[config.mk]
export PLATFORM = sky130hd
export DESIGN_NAME = axi_xbar
export DESIGN_NICKNAME = d
export VERILOG_FILES = /design/src/design/soc_pkg.sv /design/src/design/axi_xbar.sv
export SDC_FILE = /design/constraint.sdc
export NUM_CORES = 1
export LEC_CHECK = 0
export BUFFER_PORTS_ARGS = -buffer_cell sky130_fd_sc_hd__buf_4
export CAP_MARGIN = 0
export CORE_AREA = 5 5 221 223
export CTS_CLUSTER_DIAMETER = 80
export DETAILED_ROUTE_END_ITERATION = 6
export DIE_AREA = 0 0 226 228
export GPL_TIMING_DRIVEN = 0
export PLACE_DENSITY = 0.35
export SLEW_MARGIN = 20
export SYNTH_ARGS = -nofsm -noshare
export SYNTH_HDL_FRONTEND = slang
export SYNTH_SLANG_ARGS = --single-unit
[constraint.sdc]
create_clock -name clock -period 2.25 [get_ports clock]
set_input_delay 0.225 -clock clock [delete_from_list [all_inputs] [get_ports clock]]
set_output_delay 0.225 -clock clock [all_outputs]
set_load 0.1 [all_outputs]
[src/design/soc_pkg.sv]
package soc_pkg;

    // ----------------------------------------
    // Bus sizes
    // ----------------------------------------
    localparam int addr_w = 32;
    localparam int data_w = 32;
    localparam int id_w   = 4;

    // ----------------------------------------
    // Address map
    // ----------------------------------------
    // Value of address bits 31..24 that selects the CLINT
    localparam logic [7:0] clint_region = 8'h02;

    // CLINT register offsets within the low 16 address bits
    localparam logic [15:0] mtimecmp_lo_off = 16'h4000;
    localparam logic [15:0] mtimecmp_hi_off = 16'h4004;
    localparam logic [15:0] mtime_lo_off    = 16'hbff8;
    localparam logic [15:0] mtime_hi_off    = 16'hbffc;

    // SRAM depth in 32-bit words
    localparam int sram_words = 256;

    // AXI response codes
    localparam logic [1:0] resp_okay   = 2'b00;
    localparam logic [1:0] resp_slverr = 2'b10;

    // ----------------------------------------
    // State types
    // ----------------------------------------
    typedef enum logic {
        route_sram,
        route_clint
    } route_t;

    typedef enum logic {
        rd_idle,
        rd_data
    } rd_state_t;

    typedef enum logic [1:0] {
        wr_idle,
        wr_data,
        wr_resp
    } wr_state_t;

endpackage

[src/design/axi_xbar.sv]
module axi_xbar (
    input  logic                         clock,
    input  logic                         rst_n,
    // Upstream manager port
    input  logic [soc_pkg::addr_w-1:0]   awaddr, araddr,
    input  logic [soc_pkg::id_w-1:0]     awid, arid,
    input  logic [7:0]                   awlen, arlen,
    input  logic [2:0]                   awsize, arsize,
    input  logic [1:0]                   awburst, arburst,
    input  logic [soc_pkg::data_w-1:0]   wdata,
    input  logic [soc_pkg::data_w/8-1:0] wstrb,
    input  logic                         awvalid, wvalid, wlast, bready, arvalid, rready,
    output logic                         awready, wready, bvalid, arready, rvalid, rlast,
    output logic [1:0]                   bresp, rresp,
    output logic [soc_pkg::id_w-1:0]     bid, rid,
    output logic [soc_pkg::data_w-1:0]   rdata,
    // CLINT subordinate port
    output logic [soc_pkg::addr_w-1:0]   clint_awaddr, clint_araddr,
    output logic [soc_pkg::id_w-1:0]     clint_awid, clint_arid,
    output logic [7:0]                   clint_awlen, clint_arlen,
    output logic [2:0]                   clint_awsize, clint_arsize,
    output logic [1:0]                   clint_awburst, clint_arburst,
    output logic [soc_pkg::data_w-1:0]   clint_wdata,
    output logic [soc_pkg::data_w/8-1:0] clint_wstrb,
    output logic                         clint_awvalid, clint_wvalid, clint_wlast,
    output logic                         clint_bready, clint_arvalid, clint_rready,
    input  logic                         clint_awready, clint_wready, clint_bvalid,
    input  logic                         clint_arready, clint_rvalid, clint_rlast,
    input  logic [1:0]                   clint_bresp, clint_rresp,
    input  logic [soc_pkg::id_w-1:0]     clint_bid, clint_rid,
    input  logic [soc_pkg::data_w-1:0]   clint_rdata,
    // SRAM subordinate port
    output logic [soc_pkg::addr_w-1:0]   sram_awaddr, sram_araddr,
    output logic [soc_pkg::id_w-1:0]     sram_awid, sram_arid,
    output logic [7:0]                   sram_awlen, sram_arlen,
    output logic [2:0]                   sram_awsize, sram_arsize,
    output logic [1:0]                   sram_awburst, sram_arburst,
    output logic [soc_pkg::data_w-1:0]   sram_wdata,
    output logic [soc_pkg::data_w/8-1:0] sram_wstrb,
    output logic                         sram_awvalid, sram_wvalid, sram_wlast,
    output logic                         sram_bready, sram_arvalid, sram_rready,
    input  logic                         sram_awready, sram_wready, sram_bvalid,
    input  logic                         sram_arready, sram_rvalid, sram_rlast,
    input  logic [1:0]                   sram_bresp, sram_rresp,
    input  logic [soc_pkg::id_w-1:0]     sram_bid, sram_rid,
    input  logic [soc_pkg::data_w-1:0]   sram_rdata
);
    import soc_pkg::*;

    route_t rd_route;
    route_t wr_route;
    logic   rd_busy;
    logic   wr_busy;
    logic   rd_c;
    logic   wr_c;

    // Latched route while busy, live address decode while idle
    assign rd_c = rd_busy ? (rd_route == route_clint) : (araddr[31:24] == clint_region);
    assign wr_c = wr_busy ? (wr_route == route_clint) : (awaddr[31:24] == clint_region);

    always_ff @(posedge clock or negedge rst_n) begin
        if (!rst_n) begin
            rd_busy  <= 1'b0;
            wr_busy  <= 1'b0;
            rd_route <= route_sram;
            wr_route <= route_sram;
        end else begin
            if (arvalid && arready) begin
                rd_busy  <= 1'b1;
                rd_route <= rd_c ? route_clint : route_sram;
            end else if (rvalid && rready && rlast) begin
                rd_busy <= 1'b0;
            end
            if (awvalid && awready) begin
                wr_busy  <= 1'b1;
                wr_route <= wr_c ? route_clint : route_sram;
            end else if (bvalid && bready) begin
                wr_busy <= 1'b0;
            end
        end
    end

    // ----------------------------------------
    // Read channels
    // ----------------------------------------
    assign arready       = !rd_busy && (rd_c ? clint_arready : sram_arready);
    assign clint_arvalid = arvalid && !rd_busy && rd_c;
    assign sram_arvalid  = arvalid && !rd_busy && !rd_c;
    assign {clint_araddr, clint_arid, clint_arlen, clint_arsize, clint_arburst} =
        rd_c ? {araddr, arid, arlen, arsize, arburst} : '0;
    assign {sram_araddr, sram_arid, sram_arlen, sram_arsize, sram_arburst} =
        rd_c ? '0 : {araddr, arid, arlen, arsize, arburst};
    assign clint_rready  = rready && rd_c;
    assign sram_rready   = rready && !rd_c;
    assign {rvalid, rdata, rresp, rlast, rid} = rd_c ?
        {clint_rvalid, clint_rdata, clint_rresp, clint_rlast, clint_rid} :
        {sram_rvalid, sram_rdata, sram_rresp, sram_rlast, sram_rid};

    // ----------------------------------------
    // Write channels
    // ----------------------------------------
    assign awready       = !wr_busy && (wr_c ? clint_awready : sram_awready);
    assign clint_awvalid = awvalid && !wr_busy && wr_c;
    assign sram_awvalid  = awvalid && !wr_busy && !wr_c;
    assign {clint_awaddr, clint_awid, clint_awlen, clint_awsize, clint_awburst} =
        wr_c ? {awaddr, awid, awlen, awsize, awburst} : '0;
    assign {sram_awaddr, sram_awid, sram_awlen, sram_awsize, sram_awburst} =
        wr_c ? '0 : {awaddr, awid, awlen, awsize, awburst};
    assign wready = wr_c ? clint_wready : sram_wready;
    assign {clint_wvalid, clint_wdata, clint_wstrb, clint_wlast} =
        wr_c ? {wvalid, wdata, wstrb, wlast} : '0;
    assign {sram_wvalid, sram_wdata, sram_wstrb, sram_wlast} =
        wr_c ? '0 : {wvalid, wdata, wstrb, wlast};
    assign clint_bready = bready && wr_c;
    assign sram_bready  = bready && !wr_c;
    assign {bvalid, bresp, bid} = wr_c ?
        {clint_bvalid, clint_bresp, clint_bid} : {sram_bvalid, sram_bresp, sram_bid};

    // One read target at a time
    assert property (@(posedge clock) disable iff (!rst_n)
        !(clint_arvalid && sram_arvalid));

    // Read data only comes back for an accepted request
    assert property (@(posedge clock) disable iff (!rst_n) rvalid |-> rd_busy);

endmodule

==> summary.md, run 1 <==
| Metric | Value |
|---|---|
| Placer Congestion | `0.810` |
| Crit path buffers/inverters | `4` |
| Main combinational cell family by area after synthesis | `simple AND/OR/NAND/NOR gates` |
| Area share of fa/ha/maj cells after synthesis | `0%` |
| CP max stage delay | `0.57 ns` |
| Placed insts | `1588` |
| Least-Margin Pin Slew | `0.769 ns` |
| Setup crit end kind | `output pin` |
| Vias per cell | `3.29` |
| Clock period minus worst slack | `2.33 ns` |
| Die width | `226 µm` |
| Hold Fails Final Rpt | `0` |
| Area of the multi-input gates | `0.00330 mm²` |
| Setup ws final | `-0.0758 ns` |
| Synthesis Warnings | `0` |
| Compound-Gate Fraction of Synth Area | `3.37%` |
| Post-Syn Nets | `651` |
| Worst Hold Class | `input port to flip-flop` |
| # IOs | `572` |
| Power Internal | `1.33 mW` |
| Clk root buf | `clkbuf_16` |
| #FFs+latches synth | `4` |
| Pleak | `5.00 nW` |
| CP Cell Sequence | `buf_4 -> or4_4 -> o31a_1 -> buf_6 -> buf_8 -> mux2_4 -> buf_12` |
| Critical Path AT | `2.10 ns` |
| Hold_ws | `0.299 ns` |
| Max_cap viols | `0` |
| Final Max Slew Viols | `0` |
| DR iter-0 viols | `89` |
| Via count | `5260` |
| First-pass GRT wire length | `45200 µm` |
| Wirelength per Cell | `21.2 µm` |
| Share of cells above drive strength 1 | `82.7%` |
| Hold Path End | `wr_busy` |
| Starting density of the core | `6.50%` |
| Clk sinks | `4` |
| Critical path class | `input port to output pin` |
| Mapped Cells | `409` |
| CP max FO | `10` |
| CTS max path bufs | `2` |
| Mean Syn Cell Area | `7.36 µm²` |
| Worst vdd ir | `0.223 mV` |
| Number of global-route vias before repair | `5804` |
| R2R Path Start | `rd_route` |
| Post-detail-place hpwl | `30900 µm` |
| Gate power share | `89.4%` |
| Detailed Routing Iterations Pass 1 | `4` |
| Reg area | `100 µm²` |
| GRT Util Overall | `12.2%` |
| Fraction of the mapped netlist area in simple logic gates | `62.5%` |
| Pwr Total | `3.58 mW` |
| Top Family by Delay on Critical Path | `buffers and inverters` |
| Xor and xnor area share after synthesis | `0%` |
| FP Rows | `79` |
| Core Util, Final | `22.4%` |
| Mux share of post-synthesis cell area | `23.3%` |
| Synth async-reset ratio | `100%` |
| Slew margin rel. | `48.7%` |
| Top cell type's share of synthesized area | `29.1%` |
| Sequential share of the synthesized area | `3.32%` |
| Fill count | `5119` |
| RSZ-0062 raised after global routing | `yes` |
| Top_reg_cell synth | `dfrtp_1` |
| WL final | `34000 µm` |
| Failing checks | `negative setup slack` |
| R2r worst-path depth | `4` |
| Die Area | `0.0515 mm²` |
| Placed Instance Area | `0.00865 mm²` |
| Final Cycle Share | `103%` |
| Cell taking the most area after synthesis | `and2_1` |
| Initial antenna violation count | `6` |
| Synth top area cells | `and2_1 29%, nor2b_1 26%, mux2_4 20%` |
| Post-synth EDFFs | `0` |
| CTS H-tree depth | `1` |
| DRC Markers | `0` |
| Final net count | `1234` |
| Min-delay src | `clint_awready` |
| Switching Power | `2.25 mW` |
| Power per Cell Area | `345 mW/mm²` |
| Worst Setup Start Kind | `input port` |
| Max stage delay cell, worst path | `or4_4` |
| Clock power share | `7.7%` |
| Part of the power in registers | `2.9%` |
| Largest net degree at the start of global routing | `11` |
| Buffers on Ports | `571` |
| Core area | `0.0464 mm²` |
| CTS tree | `built` |
| Total CTS buffers | `3` |
| Reg-to-reg endpoint | `rd_busy` |
| Clock Latency Late Sink | `0.23 ns` |
| Final Non-Filler Cells | `1600` |
| DP Worst Slack | `-1.25 ns` |
| Remaining global-route overflow | `0` |
| Top post-synthesis cells by count | `140 x and2_1, 125 x nor2b_1, 40 x mux2_4, 25 x clkbuf_1, 14 x and3_1` |
| Synth Cell Area | `0.00301 mm²` |
| TNS Setup | `-4.34 ns` |
| Yosys cell types | `31` |
| Final Cell Area | `0.0104 mm²` |
| Sw Share | `62.8%` |
| Final setup viols | `80` |
| Clock-pin slew on the worst setup and hold paths | `0.03 ns` |
| Worst Hold Depth | `3` |
| Req. time, crit path | `2.03 ns` |
| Status | `finished, violations left` |
| Post-route ant nets | `0` |
| Most common cell in the netlist | `and2_1` |
| Setup Skew | `0.0000416 ns` |
| Die span in y | `228 µm` |
| P&R area growth vs syn | `244%` |
| Fmax achieved | `0.430 GHz` |
| Flop2flop setup slack | `0.46 ns` |
worst min-delay path, delay by kind of cell:
family | cells | cell delay [ns]
AND/OR/NAND/NOR | 1 | 0.07
buffers and inverters | 1 | 0.10
AO/OA/AOI/OAI | 1 | 0.08
layer usage:
metal,track usage [%],vias up,share of wire [%]
met4,2.72,4,1.3
met2,25.7,358,59
li1,-,2468,-
met1,10.5,2412,29
met5,0,-,0.079
met3,4.78,18,11
kinds of logic (layout without fill, tap and decap cells):
logic type	count (synthesis)	in the layout
AND/OR/NAND/NOR	301	301
multiplexers	49	49
buffers and inverters	40	621
AO/OA/AOI/OAI	15	15
flip-flops	4	4
other	0	3
layout make-up:
cell class	count	share of cell area, %
buffer	36	3.26
sequential	4	0.966
multi-input combinational	365	31.8
inverter	4	0.145
tap	607	7.33
antenna	3	0.0724
timing repair buffer	578	55.7
clock buffer	3	0.724
worst max-delay path by stage:
stage | start | end | slack [ns] | depth (start not counted)
floorplan | awaddr[31] | clint_awaddr[0] | -0.48 | 4
global placement | awaddr[25] | sram_wdata[19] | -1.22 | 7
detailed placement | awaddr[25] | sram_wdata[19] | -1.25 | 7
CTS | araddr[28] | rdata[2] | -0.1 | 7
global route | araddr[28] | sram_araddr[18] | -0.12 | 8
finish | araddr[28] | rdata[26] | -0.08 | 7
registers in the layout, indices dropped and copies added, names as in the netlist:
| name | cells |
|---|---|
| wr_busy | 1 |
| rd_busy | 1 |
| rd_route | 1 |
| wr_route | 1 |
cells in the final DEF, fill, tap and decap left out, types with 2 or more instances in the layout:
master and n:
buf_4 366, buf_6 134, and2_2 80, buf_12 63, nor2b_1 61, and2_1 59
nor2b_4 55, mux2_4 40, buf_8 26, and3_1 14, nor2b_2 9, mux2_2 8
clkbuf_8 7, clkbuf_4 6, clkbuf_2 6, nand2_1 5, inv_1 4, clkbuf_1 4
dfrtp_1 4, diode_2 3, nand3_1 3, a21oi_2 3, o211ai_1 3, clkbuf_16 3
o21ai_0 2, a21boi_0 2, nand4_1 2
what timing repair did:
action                                  in CTS  in global routing
resized for setup                          254                158
hold buffers                                 1                  0
endpoints found under the hold margin        4                  0
pin swaps                                    3                  0
endpoints found under the setup margin     296                231
buffers inserted                             5                  0
power groups by stage:
stage / Clock, mW / Sequential, mW / Combinational [mW]
3_3_place_gp: 0 / 0.0975 / 2.94
3_5_place_dp: 0 / 0.0973 / 2.94
4_1_cts: 0.283 / 0.102 / 3.15
2_1_floorplan: 0 / 0.0943 / 2.07
5_1_grt: 0.293 / 0.104 / 3.30
6_report: 0.276 / 0.104 / 3.20
No activity file was read; power rests on OpenSTA's default activity.
==> run 2: changes to the inputs <==
CORE_AREA = 4 4 220 222   (was 5 5 221 223)
DIE_AREA = 0 0 224 226   (was 0 0 226 228)
RECOVER_POWER = 25   (was default)
clock period = 2.56 ns   (was 2.25 ns; I/O delays follow)
==> summary.md, run 2 (synthesis results as in run 1) <==
| Metric | Value |
|---|---|
| Status | `completed (was finished, violations left)` |
| GR Util met3 | `3.46% (was 4.78%)` |
| Final setup viols | `0 (was 80)` |
| Clock Latency Late Sink | `0.23 ns (about the same)` |
| Grt met2 use | `20.5% (was 25.7%)` |
| Post-route ant nets | `0 (unchanged)` |
| Final Max Slew Viols | `0 (unchanged)` |
| P&R area growth vs syn | `178% (was 244%)` |
| Req. time, crit path | `2.30 ns (was 2.03 ns)` |
| Fill count | `5298 (was 5119)` |
| Worst Hold Depth | `3 (unchanged)` |
| CP max FO | `10 (unchanged)` |
| Die width | `224 µm (was 226 µm)` |
| Worst Setup Start Kind | `input port (unchanged)` |
| DRC Markers | `0 (unchanged)` |
| Area of the multi-input gates | `0.00293 mm² (was 0.00330 mm²)` |
| Final Cycle Share | `97.3%` |
| Clock period minus worst slack | `2.49 ns` |
| Max_cap viols | `0 (unchanged)` |
| TNS Setup | `0 ns (was -4.34 ns)` |
| Fmax achieved | `0.401 GHz` |
| Critical path class | `input port to output pin (unchanged)` |
| Most frequent cells in the layout | `495 x buf_4, 137 x and2_1, 81 x nor2b_2 (was 366 x buf_4, 134 x buf_6, 80 x and2_2)` |
| Largest net degree at the start of global routing | `11 (unchanged)` |
| Placer Congestion | `0.869 (was 0.810)` |
| Total CTS buffers | `3 (unchanged)` |
| Power per Cell Area | `337 mW/mm² (was 345 mW/mm²)` |
| Critical Path AT | `2.24 ns (was 2.10 ns)` |
| GRT Max-Usage Layer | `met2 (unchanged)` |
| CTS tree | `built (unchanged)` |
| Final net count | `1231 (was 1234)` |
| Hold Fails Final Rpt | `0 (unchanged)` |
| Remaining global-route overflow | `0 (unchanged)` |
| Initial antenna violation count | `1 (was 6)` |
| Clk sinks | `4 (unchanged)` |
| Clock-pin slew on the worst setup and hold paths | `0.04 ns (was 0.03 ns)` |
| R2r worst-path depth | `4 (unchanged)` |
| CTS max path bufs | `2 (unchanged)` |
| Die span in y | `226 µm (was 228 µm)` |
| Most common cell after layout, fill and taps aside | `buf_4 (unchanged)` |
| Die Area | `0.0506 mm² (was 0.0515 mm²)` |
| CP Launch Point | `araddr[24] (was araddr[28])` |
| First-pass GRT wire length | `37500 µm (was 45200 µm)` |
| Core area | `0.0464 mm² (unchanged)` |
| RSZ-0062 raised after global routing | `no (was yes)` |
| Via count | `5136 (was 5260)` |
| Worst vdd ir | `0.155 mV (was 0.223 mV)` |
| Min-delay src | `clint_arready (was clint_awready)` |
| Detailed Routing Iterations Pass 1 | `4 (unchanged)` |
| Number of global-route vias before repair | `5481 (was 5804)` |
| Pleak | `4.21 nW (was 5.00 nW)` |
| Starting density of the core | `6.50% (unchanged)` |
| Clk root buf | `clkbuf_16 (unchanged)` |
| Core Util, Final | `18.1% (was 22.4%)` |
| Setup Skew | `0.0000371 ns (was 0.0000416 ns)` |
| WL final | `28200 µm (was 34000 µm)` |
| CTS H-tree depth | `1 (unchanged)` |
| Share of cells above drive strength 1 | `74.2% (was 82.7%)` |
| Buffers on Ports | `571 (unchanged)` |
| Worst Hold Class | `input port to flip-flop (unchanged)` |
| Vias per cell | `3.22 (was 3.29)` |
| Least-Margin Pin Slew | `1.21 ns (was 0.769 ns)` |
| DR iter-0 viols | `113 (was 89)` |
| Post-detail-place hpwl | `26000 µm (was 30900 µm)` |
| FP Rows | `79 (unchanged)` |
| Wirelength per Cell | `17.7 µm (was 21.2 µm)` |
| # IOs | `572 (unchanged)` |
| GRT Util Overall | `9.97% (was 12.2%)` |
| Slew margin rel. | `19.7% (was 48.7%)` |
| GR Layer Usage met1 | `9.36% (was 10.5%)` |
| R2R Path Start | `rd_route (unchanged)` |
| Reg area | `100 µm² (unchanged)` |
| Setup crit end kind | `output pin (unchanged)` |
==> run 2: what timing repair did <==
| item | in CTS | in global routing |
|---|---|---|
| hold endpoints to repair | 4 | 0 |
| setup buffers | 3 | 0 |
| endpoints found under the setup margin | 171 | 67 |
| resized for setup | 18 | 27 |
| pin swaps | 2 | 0 |
| hold buffers | 1 | 0 |
==> run 2: metrics by stage <==
stage	power [mW]	instances	hold slack (ns)	setup WS [ns]	instance area (µm²)
detailed placement	2.59	1587	0.0924	-1.02	8260
CTS	2.88	1594	0.330	0.00314	8430
global placement	2.59	1587	0.0891	-0.938	8260
floorplan	1.85	409	-0.0396	-0.485	3210
global route	2.92	1595	0.349	0.000932	8370
finish	2.82	1595	0.340	0.0690	8370
==> run 2: per-layer routing <==
layer / vias to the layer above / part of all wire (%)
met5: - / 0
met4: 0 / 1.9
met3: 16 / 9.8
met2: 351 / 57
met1: 2305 / 32
li1: 2464 / -
==> run 2: final cells by class <==
cell class,instances,area share (%)
repair buffers,575,50.8
multi-input cells,365,35.0
well taps,607,9.07
plain buffers,36,2.84
flip-flops and latches,4,1.20
clock buffers,3,0.897
inverters,4,0.179
diodes,1,0.0299
==> run 2: worst paths after layout <==
path / end / slack [ns]
hold reg to reg: wr_busy / 0.69
setup / recovery: sram_arsize[1] / 0.07
setup reg to reg: rd_busy / 1.23
hold / removal: rd_busy / 0.34
max in group asynchronous: wr_busy / 1.74
min in group asynchronous: rd_route / 0.50
==> run 2: critical path: stages <==
cell	delay, ns
buf_4	0.12
or4b_1	0.61
o31a_1	0.30
buf_6	0.16
buf_6	0.18
buf_6	0.15
and2_1	0.20
buf_4	0.25
==> run 2: power breakdown <==
part	switching [mW]	total [mW]	internal (mW)
Clock	0.0573	0.258	0.201
Combinational	1.82	2.48	0.653
Sequential	0.00854	0.0839	0.0753
