[src/design/soc_pkg.sv]
package soc_pkg;

    // ----------------------------------------
    // Bus sizes
    // ----------------------------------------
    localparam int addr_w = 32;
    localparam int data_w = 32;
    localparam int id_w   = 4;

    // ----------------------------------------
    // Address map
    // ----------------------------------------
    // Value of address bits 31..24 that selects the CLINT
    localparam logic [7:0] clint_region = 8'h02;

    // CLINT register offsets within the low 16 address bits
    localparam logic [15:0] mtimecmp_lo_off = 16'h4000;
    localparam logic [15:0] mtimecmp_hi_off = 16'h4004;
    localparam logic [15:0] mtime_lo_off    = 16'hbff8;
    localparam logic [15:0] mtime_hi_off    = 16'hbffc;

    // SRAM depth in 32-bit words
    localparam int sram_words = 256;

    // AXI response codes
    localparam logic [1:0] resp_okay   = 2'b00;
    localparam logic [1:0] resp_slverr = 2'b10;

    // ----------------------------------------
    // State types
    // ----------------------------------------
    typedef enum logic {
        route_sram,
        route_clint
    } route_t;

    typedef enum logic {
        rd_idle,
        rd_data
    } rd_state_t;

    typedef enum logic [1:0] {
        wr_idle,
        wr_data,
        wr_resp
    } wr_state_t;

endpackage

[src/design/clint.sv]
module clint (
    input  logic                         clock,
    input  logic                         rst_n,
    input  logic [soc_pkg::addr_w-1:0]   awaddr, araddr,
    input  logic [soc_pkg::id_w-1:0]     awid, arid,
    input  logic [7:0]                   awlen, arlen,
    input  logic [soc_pkg::data_w-1:0]   wdata,
    input  logic [soc_pkg::data_w/8-1:0] wstrb,
    input  logic                         awvalid, wvalid, wlast, bready, arvalid, rready,
    output logic                         awready, wready, bvalid, arready, rvalid, rlast,
    output logic [1:0]                   bresp, rresp,
    output logic [soc_pkg::id_w-1:0]     bid, rid,
    output logic [soc_pkg::data_w-1:0]   rdata,
    output logic                         timer_irq
);
    import soc_pkg::*;

    logic [63:0]       mtime;
    logic [63:0]       mtimecmp;
    rd_state_t         rd_state;
    wr_state_t         wr_state;
    logic [7:0]        rd_cnt;
    logic [15:0]       wr_off;
    logic              wr_burst;
    logic              wr_hit;
    logic              rd_hit;
    logic [data_w-1:0] rd_word;

    assign rvalid = (rd_state == rd_data);
    assign wready = (wr_state == wr_data);
    assign bvalid = (wr_state == wr_resp);

    // Register lookup on the live read address
    always_comb begin
        rd_hit = 1'b1;
        case (araddr[15:0])
            mtimecmp_lo_off: rd_word = mtimecmp[31:0];
            mtimecmp_hi_off: rd_word = mtimecmp[63:32];
            mtime_lo_off:    rd_word = mtime[31:0];
            mtime_hi_off:    rd_word = mtime[63:32];
            default: begin
                rd_word = '0;
                rd_hit  = 1'b0;
            end
        endcase
    end

    assign wr_hit = (wr_off == mtimecmp_lo_off) || (wr_off == mtimecmp_hi_off) ||
                    (wr_off == mtime_lo_off) || (wr_off == mtime_hi_off);

    // ----------------------------------------
    // Timer and compare
    // ----------------------------------------
    always_ff @(posedge clock or negedge rst_n) begin
        if (!rst_n) begin
            mtime     <= '0;
            mtimecmp  <= '1;
            timer_irq <= 1'b0;
        end else begin
            mtime     <= mtime + 64'd1;
            timer_irq <= (mtime >= mtimecmp);
            // mtime itself is read only
            if (wvalid && wready && !wr_burst) begin
                for (int i = 0; i < data_w / 8; i++) begin
                    if (wstrb[i] && wr_off == mtimecmp_lo_off) begin
                        mtimecmp[8*i +: 8] <= wdata[8*i +: 8];
                    end
                    if (wstrb[i] && wr_off == mtimecmp_hi_off) begin
                        mtimecmp[32+8*i +: 8] <= wdata[8*i +: 8];
                    end
                end
            end
        end
    end

    // ----------------------------------------
    // Read path
    // ----------------------------------------
    always_ff @(posedge clock or negedge rst_n) begin
        if (!rst_n) begin
            rd_state <= rd_idle;
            arready  <= 1'b0;
            rlast    <= 1'b0;
        end else if (rd_state == rd_idle) begin
            arready <= 1'b1;
            if (arvalid && arready) begin
                rd_state <= rd_data;
                arready  <= 1'b0;
                rlast    <= (arlen == 8'd0);
            end
        end else if (rready) begin
            rlast <= (rd_cnt == 8'd1);
            if (rlast) begin
                rd_state <= rd_idle;
                arready  <= 1'b1;
            end
        end
    end

    // Bursts get SLVERR and zero data on every beat
    always_ff @(posedge clock) begin
        if (arvalid && arready) begin
            rid    <= arid;
            rd_cnt <= arlen;
            if (arlen == 8'd0 && rd_hit) begin
                rdata <= rd_word;
                rresp <= resp_okay;
            end else begin
                rdata <= '0;
                rresp <= resp_slverr;
            end
        end else if (rvalid && rready) begin
            rd_cnt <= rd_cnt - 8'd1;
        end
    end

    // ----------------------------------------
    // Write path
    // ----------------------------------------
    always_ff @(posedge clock or negedge rst_n) begin
        if (!rst_n) begin
            wr_state <= wr_idle;
            awready  <= 1'b0;
        end else begin
            case (wr_state)
                wr_idle: begin
                    awready <= 1'b1;
                    if (awvalid && awready) begin
                        wr_state <= wr_data;
                        awready  <= 1'b0;
                    end
                end
                wr_data: begin
                    if (wvalid && wlast) begin
                        wr_state <= wr_resp;
                    end
                end
                wr_resp: begin
                    if (bready) begin
                        wr_state <= wr_idle;
                        awready  <= 1'b1;
                    end
                end
                default: wr_state <= wr_idle;
            endcase
        end
    end

    always_ff @(posedge clock) begin
        if (awvalid && awready) begin
            bid      <= awid;
            wr_off   <= awaddr[15:0];
            wr_burst <= (awlen != 8'd0);
        end
        if (wvalid && wready) begin
            bresp <= (wr_hit && !wr_burst) ? resp_okay : resp_slverr;
        end
    end

    assert property (@(posedge clock) disable iff (!rst_n) rlast |-> rvalid);

endmodule

[config.mk]
export PLATFORM = sky130hd
export DESIGN_NAME = clint
export DESIGN_NICKNAME = d
export VERILOG_FILES = /design/src/design/soc_pkg.sv /design/src/design/clint.sv
export SDC_FILE = /design/constraint.sdc
export NUM_CORES = 1
export LEC_CHECK = 0
export BUFFER_PORTS_ARGS = -buffer_cell sky130_fd_sc_hd__buf_2
export CAP_MARGIN = 20
export CORE_UTILIZATION = 50
export CTS_BUF_LIST = sky130_fd_sc_hd__clkbuf_4
export DETAILED_ROUTE_END_ITERATION = 12
export PLACE_DENSITY = 0.83
export SLEW_MARGIN = 0
export SYNTH_ARGS = -nofsm -noshare
export SYNTH_HDL_FRONTEND = slang
export SYNTH_SLANG_ARGS = --single-unit
[constraint.sdc]
create_clock -name clock -period 3 [get_ports clock]
set_input_delay 0.15 -clock clock [delete_from_list [all_inputs] [get_ports clock]]
set_output_delay 0.15 -clock clock [all_outputs]
set_load 0.02 [all_outputs]
==> results of run 1 <==
## stage by stage
step	total power, mW	hold WS, ns	instances	setup slack (ns)
6_report	6.42	0.0550	1565	0.0962
5_1_grt	6.74	0.0366	1565	0.0181
4_1_cts	6.46	0.00625	1564	0.0395
3_5_place_dp	4.12	0.328	1367	0.627
3_3_place_gp	4.09	0.326	1367	0.621
2_1_floorplan	3.78	-0.146	966	0.527
## worst max-delay path: stages, from the launching register on
cell and delay, ns:
edfxtp_1 0.40, nor4_1 0.41, nand4_1 0.21, nand2b_4 0.23, nor2_1 0.11, buf_4 0.20
nand2_1 0.08, dlygate4sd3_1 0.54, o21ai_0 0.08, dlygate4sd3_1 0.59
## power by group
group          switching (mW)  internal [mW]  total [mW]  leakage, nW
sequential              0.135           3.15        3.28         2.28
combinational           0.536          0.344       0.880         3.23
clock                    1.15           1.11        2.26        0.382
## placed cells by master, fill, tap and decap left out, types with 18 or more instances in the layout
| cell type | instances |
|---|---|
| buf_2 | 147 |
| nand2_1 | 111 |
| dlygate4sd3_1 | 97 |
| o21ai_0 | 77 |
| inv_1 | 71 |
| dfrtp_1 | 71 |
| clkbuf_4 | 71 |
| ha_1 | 67 |
| edfxtp_1 | 67 |
| dfstp_2 | 64 |
| nor2_1 | 59 |
| xnor2_1 | 53 |
| nand4_1 | 40 |
| mux2_2 | 34 |
| a222oi_1 | 32 |
| nand3_1 | 31 |
| a21oi_1 | 27 |
| clkinv_1 | 25 |
| nor4_1 | 18 |
## area by class of cell
cell class | count | share of cell area [%]
diodes | 1 | 0.0190
clock buffers | 71 | 4.05
clock inverters | 29 | 0.856
inverters | 71 | 2.02
multi-input cells | 660 | 35.0
flip-flops and latches | 202 | 41.6
well taps | 270 | 2.57
repair buffers | 261 | 13.9
## timing repair
| item | in CTS | in global routing |
|---|---|---|
| endpoints found under the hold margin | 152 | 0 |
| hold buffers | 97 | 0 |
| setup endpoints to repair | 0 | 9 |
| resized for setup | 0 | 3 |
## logic make-up after synthesis
logic type                 after synthesis
AOI/OAI and AO/OA                      164
buffers and inverters                  104
muxes                                   34
and+or+nand+nor                        325
other                                    1
adders and majority gates               67
xor gates and xnor gates                68
DFF                                    202
## final timing paths
path	start	endpoint
worst min-delay path	wstrb[0]	mtimecmp[32]
min in group asynchronous	rst_n	mtime[30]
worst max register to register	wr_off[0]	mtimecmp[16]
worst min register to register	arready	arready
max in group asynchronous	rst_n	mtimecmp[48]
worst max-delay path	wr_off[0]	mtimecmp[16]
## per-layer routing
metal / routed length, um / track usage [%] / up-vias
li1: - / - / 4106
met1: 10800 / 30.1 / 4126
met2: 13100 / 43.4 / 369
met3: 1940 / 5.53 / 70
met4: 637 / 8.80 / 0
met5: 0 / 0 / -
## registers in the layout, summed over array words and instances (netlist names), 2 cells and up
name and flops:
bid 4, mtime 64, mtimecmp 64, rd_cnt 8, rdata 32, rid 4, wr_off 16, wr_state 2
==> impl_metrics.json, run 1 <==
{
  "status": "finished clean",
  "r2r_cells": 9,
  "viasPerCell": 5.54,
  "clock_path_buffers": 3,
  "ys_seq_area_share_pct": 52.3,
  "synth_area_um2": 10500,
  "r2r_setup_slack_ns": 0.1,
  "post_cts_buffers": 0,
  "ys_top_cells_by_count": "111 x nand2_1, 77 x o21ai_0, 71 x dfrtp_1, 71 x inv_1",
  "num_vias": 8671,
  "leakage_nw": 5.89,
  "syn_to_final_growth_pct": 25.8,
  "crit_fanout": 16,
  "syn-mean-instance-area_um2": 10.8,
  "synth_top_family_by_area": "simple AND/OR/NAND/NOR gates",
  "fp.dieArea_um2": 21500,
  "cp_data_arrival_time_ns": 3.49,
  "synth_mux_area_share_pct": 3.66,
  "irDropWorstVdd_mv": 0.483,
  "drc": 0,
  "final_antenna_net_count": 0,
  "port-buffer-count": 148,
  "synthCells": 965,
  "grt_pass1_wl_um": 42600,
  "grt_pass1_vias": 8816,
  "initial_core_util_pct": 51.4,
  "crit_type": "flip-flop to flip-flop",
  "die_h_um": 147,
  "nets": 1448,
  "synth_edf_count": 67,
  "antenna_found_initial": 1,
  "whs_path_depth": 3,
  "worst_pin_slew_ns": 1.01,
  "power_density_nw_per_um2": 488,
  "synth_most_common_cell": "nand2_1",
  "place_area_um2": 11500,
  "fill_cells": 1523,
  "hpwl_um": 17600,
  "final_layout_size_suffix_gt1_share_pct": 28.3,
  "cts-htree-levels": 2,
  "grt_max_degree": 77,
  "ys.flop_type": "dfrtp_1",
  "hold_path_class": "input port to flip-flop",
  "relSlewSlack_pct": 32.6,
  "clk_pin_slew_ns": 0.07,
  "finalCritPeriodShare_pct": 96.8,
  "post-route-min-period_ns": 2.90,
  "first_pass_iters": 7,
  "cts_buffers": 53,
  "ys_warn_count": 0,
  "clk-insertion-delay-late_ns": 0.66,
  "ys_top_cells_by_area": "edfxtp_1 19%, dfrtp_1 17%, dfstp_2 16%, ha_1 8.0%, xnor2_1 4.4%",
  "globalplace.congestion": 0.861,
  "stdcell_area_um2": 13200,
  "drtIter0Drc": 515,
  "fmax_mhz": 344,
  "rsz0062_at_grt": "false",
  "grt_use_total_pct": 24.9,
  "synth_xor_area_share_pct": 5.69,
  "synth-async-reset-ratio_pct": 66.8,
  "synthDistinctLibCells": 55,
  "multi_input_area_um2": 4610,
  "cp_data_required_time_ns": 3.58,
  "timing_hold_violations_final": 0,
  "cts_tree": "built",
  "fin_util_pct": 64.6,
  "cap_violations": 0,
  "drt_wl_total_um": 26400,
  "ioPinCount": 183,
  "ff_latch_area_um2": 5470,
  "coreArea_um2": 20400,
  "drv_slew": 0,
  "synthSimpleGateAreaFrac_pct": 16.3,
  "clock_sinks": 202,
  "synth-compound-area-share_pct": 10.1,
  "synth_top_cell_by_area": "edfxtp_1",
  "synthAdderAreaFrac_pct": 8.01,
  "rows": 52,
  "finClkSkew_ns": 0.0351,
  "die_w_um": 147,
  "tns_ns": 0,
  "cts_root_buf": "clkbuf_4",
  "worst_setup_path_start_kind": "flip-flop",
  "setup_viol": 0,
  "overflow": 0,
  "synth_top_area_share_pct": 19.2,
  "wl_per_cell_um": 16.9,
  "end_kind": "flip-flop",
  "ys_ff_latch": 202
}
(Power assumes the default switching activity.)
==> run 2: changes to the inputs <==
--- a/config.mk
+++ b/config.mk
@@ -11,6 +11,7 @@
 export CTS_BUF_LIST = sky130_fd_sc_hd__clkbuf_4
 export DETAILED_ROUTE_END_ITERATION = 12
 export PLACE_DENSITY = 0.83
+export RECOVER_POWER = 50
 export SLEW_MARGIN = 0
 export SYNTH_ARGS = -nofsm -noshare
 export SYNTH_HDL_FRONTEND = slang
==> run 2 against run 1 <==
  * Critical endpoint is now mtimecmp[23]
  * Worst hold slack better by 0.0023 ns
  * Sequential power is essentially flat
  * The flow now finishes with violations (capacitance limit, slew limit)
  * Clock-buffer cell count stayed put
  * First-iteration DRC count decreased by 2.7%
  * Utilization down 0.25 points
  * Clock power is essentially flat
  * Largest cell class unchanged
==> impl_metrics.json, run 2 (synthesized netlist as in run 1, its figures left out) <==
{
  "status": "finished with violations",
  "violations": "capacitance limit, slew limit",
  "p_total_mw": 6.40,
  "rsz0062_at_grt": "false",
  "finClkSkew_ns": 0.0335,
  "end_kind": "flip-flop",
  "syn_to_final_growth_pct": 25.3,
  "crit_type": "flip-flop to flip-flop",
  "hold_path_class": "input port to flip-flop",
  "die_w_um": 147,
  "overflow": 0,
  "die_h_um": 147,
  "mostFrequentLayoutCells": "126 x buf_2, 111 x nand2_1, 97 x dlygate4sd3_1",
  "antenna_found_initial": 1,
  "port-buffer-count": 148,
  "final_antenna_net_count": 0,
  "cts_buffers": 53,
  "cap_violations": 2,
  "relSlewSlack_pct": -31.4,
  "initial_core_util_pct": 51.4,
  "hold_ws_ns": 0.0573,
  "irDropWorstVdd_mv": 0.483,
  "post_cts_buffers": 0,
  "worst_setup_path_start_kind": "flip-flop",
  "cp_data_required_time_ns": 3.58,
  "rows": 52,
  "coreArea_um2": 20400,
  "crit_fanout": 16,
  "grt_max_degree": 77,
  "grt_pass1_vias": 8816,
  "first_pass_iters": 9,
  "clock_path_buffers": 3,
  "nets": 1448,
  "final_layout_size_suffix_gt1_share_pct": 26.2,
  "drc": 0,
  "worst_pin_slew_ns": 1.97,
  "clk_pin_slew_ns": 0.07,
  "grt_pass1_wl_um": 42600,
  "setup_viol": 0,
  "grt_use_total_pct": 24.9,
  "post-route-min-period_ns": 2.90,
  "fill_cells": 1552,
  "clk-insertion-delay-late_ns": 0.66,
  "drv_slew": 111,
  "ioPinCount": 183,
  "timing_hold_violations_final": 0,
  "fmax_mhz": 345,
  "drtIter0Drc": 501,
  "finalCritPeriodShare_pct": 96.6,
  "cts-htree-levels": 2,
  "power_density_nw_per_um2": 488,
  "leakage_nw": 5.81,
  "cts_tree": "built",
  "mostFrequentLayoutCell": "buf_2",
  "cts_root_buf": "clkbuf_4",
  "hpwl_um": 17600,
  "top_regs": "mtime (64), mtimecmp (64), rdata (32)",
  "drt_wl_total_um": 26400,
  "fp.dieArea_um2": 21500,
  "clock_sinks": 202,
  "tns_ns": 0,
  "cp_data_arrival_time_ns": 3.48,
  "viasPerCell": 5.56,
  "globalplace.congestion": 0.861,
  "wl_per_cell_um": 16.9,
  "fin_util_pct": 64.4,
  "num_vias": 8700
}
## run 2: area by class of cell
cell class / count / area (um^2) / share of cell area (%)
tap: 270 / 338 / 2.58
timing repair buffer: 261 / 1780 / 13.6
clock inverter: 29 / 113 / 0.859
sequential: 202 / 5470 / 41.7
clock buffer: 71 / 533 / 4.07
antenna: 1 / 2.50 / 0.0191
multi-input combinational: 660 / 4600 / 35.1
inverter: 71 / 267 / 2.03
## run 2: metrics by stage
step                setup WS [ns]  cell area (um^2)  instances
global route               0.0181             13100       1565
global placement            0.621             11500       1367
CTS                        0.0395             13100       1564
detailed placement          0.627             11500       1367
floorplan                   0.527             10500        966
finish                      0.102             13100       1565
## run 2: final timing paths
| check | start | end | slack [ns] | cells past startpoint |
|---|---|---|---|---|
| worst max-delay path | wr_off[0] | mtimecmp[23] | 0.10 | 9 |
| worst min-delay path | wstrb[3] | mtimecmp[31] | 0.06 | 6 |
| worst max register to register | wr_off[0] | mtimecmp[23] | 0.10 | 9 |
| worst min register to register | arready | arready | 0.51 | 2 |
| max in group asynchronous | rst_n | mtimecmp[15] | 0.91 | 3 |
| min in group asynchronous | rst_n | rvalid | 0.59 | 2 |
## run 2: report_power, final
group	total [mW]	internal [mW]	switching (mW)
combinational	0.861	0.326	0.535
sequential	3.28	3.15	0.137
clock	2.26	1.11	1.15
total	6.40	4.59	1.82
## run 2: critical path: stages, from the launching register on
cell and delay [ns]:
edfxtp_1 0.40, nor4_1 0.41, nand4_1 0.21, nand2b_4 0.22, nor2_1 0.11, buf_4 0.20, nand2_1 0.08, dlygate4sd3_1 0.55
o21ai_0 0.08, dlygate4sd3_1 0.58
## run 2: what timing repair did
| action | CTS | global route |
|---|---|---|
| hold endpoints to repair | 152 | 0 |
| setup endpoints to repair | 0 | 9 |
| resized for setup | 0 | 3 |
| hold buffers | 97 | 0 |
## run 2: per-layer routing
layer  track usage (%)  vias to the layer above  part of all wire, %
met1              30.1                     4159                   41
met4              8.80                        0                  2.4
li1                  -                     4102                    -
met3              5.53                       70                  7.4
met2              43.4                      369                   50
met5                 0                        -                    0
==> run 3: changes to the inputs <==
--- a/config.mk
+++ b/config.mk
@@ -10,6 +10,7 @@
 export CORE_UTILIZATION = 50
 export CTS_BUF_LIST = sky130_fd_sc_hd__clkbuf_4
 export DETAILED_ROUTE_END_ITERATION = 12
+export MAX_ROUTING_LAYER = met4
 export PLACE_DENSITY = 0.83
 export RECOVER_POWER = 50
 export SLEW_MARGIN = 0
==> run 3 against run 2 <==
  * The run still ends with capacitance limit, slew limit left
  * Worst hold slack better by 0.0015 ns
  * Wire length up 0.21%
  * Utilization is essentially flat
  * Final area about the same
  * Setup slack worse by 0.0058 ns
  * Clock-buffer cell count stayed put
  * Clock power hardly changed
  * Via count about the same
==> impl_metrics.json, run 3 (synthesized netlist as in run 1, its figures left out) <==
{
  "end_kind": "flip-flop",
  "clk-insertion-delay-late_ns": 0.66,
  "rsz0062_at_grt": "false",
  "fmax_mhz": 344,
  "wl_per_cell_um": 16.9,
  "worst_setup_path_start_kind": "flip-flop",
  "final_layout_size_suffix_gt1_share_pct": 26.2,
  "initial_core_util_pct": 51.4,
  "globalplace.congestion": 0.875,
  "overflow": 0,
  "clk_pin_slew_ns": 0.07,
  "drc": 0,
  "status": "finished with violations",
  "antenna_found_initial": 1,
  "setup_viol": 0,
  "mostFrequentLayoutCells": "126 x buf_2, 111 x nand2_1, 97 x dlygate4sd3_1",
  "crit_fanout": 16,
  "finClkSkew_ns": 0.0370,
  "cp_data_arrival_time_ns": 3.49,
  "violations": "capacitance limit, slew limit",
  "viasPerCell": 5.56,
  "endpoint": "mtimecmp[16]",
  "r2r_cells": 9,
  "clock_sinks": 202,
  "grt_pass1_vias": 8818,
  "fp.dieArea_um2": 21500,
  "cts_buffers": 53,
  "rows": 52,
  "cts_root_buf": "clkbuf_4",
  "cts-htree-levels": 2,
  "tns_ns": 0,
  "r2r-start": "wr_off[0]",
  "leakage_nw": 5.81,
  "first_pass_iters": 7,
  "die_h_um": 147,
  "crit_type": "flip-flop to flip-flop",
  "drv_slew": 111,
  "grt_max_degree": 77,
  "drtIter0Drc": 548,
  "timing_hold_violations_final": 0,
  "r2r_end": "mtimecmp[16]",
  "finalCritPeriodShare_pct": 96.8,
  "cap_violations": 2,
  "hpwl_um": 17600,
  "grt_pass1_wl_um": 42600,
  "clock_path_buffers": 3,
  "syn_to_final_growth_pct": 25.3,
  "r2r_setup_slack_ns": 0.1,
  "place_area_um2": 11500,
  "drt_wl_total_um": 26500,
  "die_w_um": 147,
  "worst_pin_slew_ns": 1.98,
  "port-buffer-count": 148,
  "num_vias": 8704,
  "stdcell_area_um2": 13100,
  "critPathLaunch": "wr_off[0]",
  "coreArea_um2": 20400,
  "mostFrequentLayoutCell": "buf_2",
  "cts_tree": "built",
  "power_density_nw_per_um2": 489,
  "irDropWorstVdd_mv": 0.485,
  "nets": 1448,
  "grt_use_total_pct": 25.6,
  "post-route-min-period_ns": 2.90,
  "hold_path_class": "input port to flip-flop",
  "cp_data_required_time_ns": 3.58,
  "top_regs": "mtime (64), mtimecmp (64), rdata (32)",
  "final_antenna_net_count": 0,
  "ioPinCount": 183,
  "relSlewSlack_pct": -32.0
}
run 3: power by group:
part	switching [mW]	total (mW)	leakage [nW]	internal [mW]
combinational	0.537	0.863	3.15	0.326
sequential	0.137	3.29	2.28	3.15
clock	1.15	2.26	0.382	1.11
total	1.82	6.41	5.81	4.59
run 3: critical path: stages, from the launching register on:
cell and delay [ns]:
edfxtp_1 0.40, nor4_1 0.41, nand4_1 0.21, nand2b_4 0.23
nor2_1 0.11, buf_4 0.20, nand2_1 0.07, dlygate4sd3_1 0.54
o21ai_0 0.08, dlygate4sd3_1 0.59
run 3: what timing repair did:
action,4_1_cts,5_1_grt
setup endpoints to repair,0,9
setup buffers,0,0
hold endpoints to repair,152,0
gates resized for setup,0,3
hold buffers,97,0
run 3: how the worst min path moves through the flow:
stage,start,end,slack [ns],depth (start not counted)
after floorplan,rst_n,arready,-0.15,0
after detailed placement,awaddr[8],wr_off[8],0.33,1
final,wstrb[0],mtimecmp[32],0.06,3
after global placement,awid[2],bid[2],0.33,1
after CTS,wstrb[0],mtimecmp[32],0.006,3
after global routing,wstrb[3],mtimecmp[24],0.04,6
run 3: cell type report:
type	count	area [um^2]
fillers	1552	7250
flip-flops and latches	202	5470
multi-input cells	660	4600
repair buffers	261	1780
clock buffers	71	533
well taps	270	338
inverters	71	267
clock inverters	29	113
diodes	2	5.00
run 3: layer usage:
metal  up-vias  wire length, um  GRT usage, %
met5         -                0             -
met4         0              624          8.80
met3        66             1940          5.31
met2       374            13100          43.5
met1      4162            10800          30.2
li1       4102                -             -
run 3: through the flow:
step           worst slack (ns)  hold slack [ns]  power [mW]  util, %  std cells
6_report                 0.0960           0.0588        6.41     64.4       1566
5_1_grt                  0.0181           0.0366        6.73     64.4       1565
4_1_cts                  0.0395          0.00625        6.46     64.6       1564
3_5_place_dp              0.627            0.328        4.12     56.6       1367
3_3_place_gp              0.621            0.326        4.09     56.6       1367
2_1_floorplan             0.527           -0.146        3.78        -        966
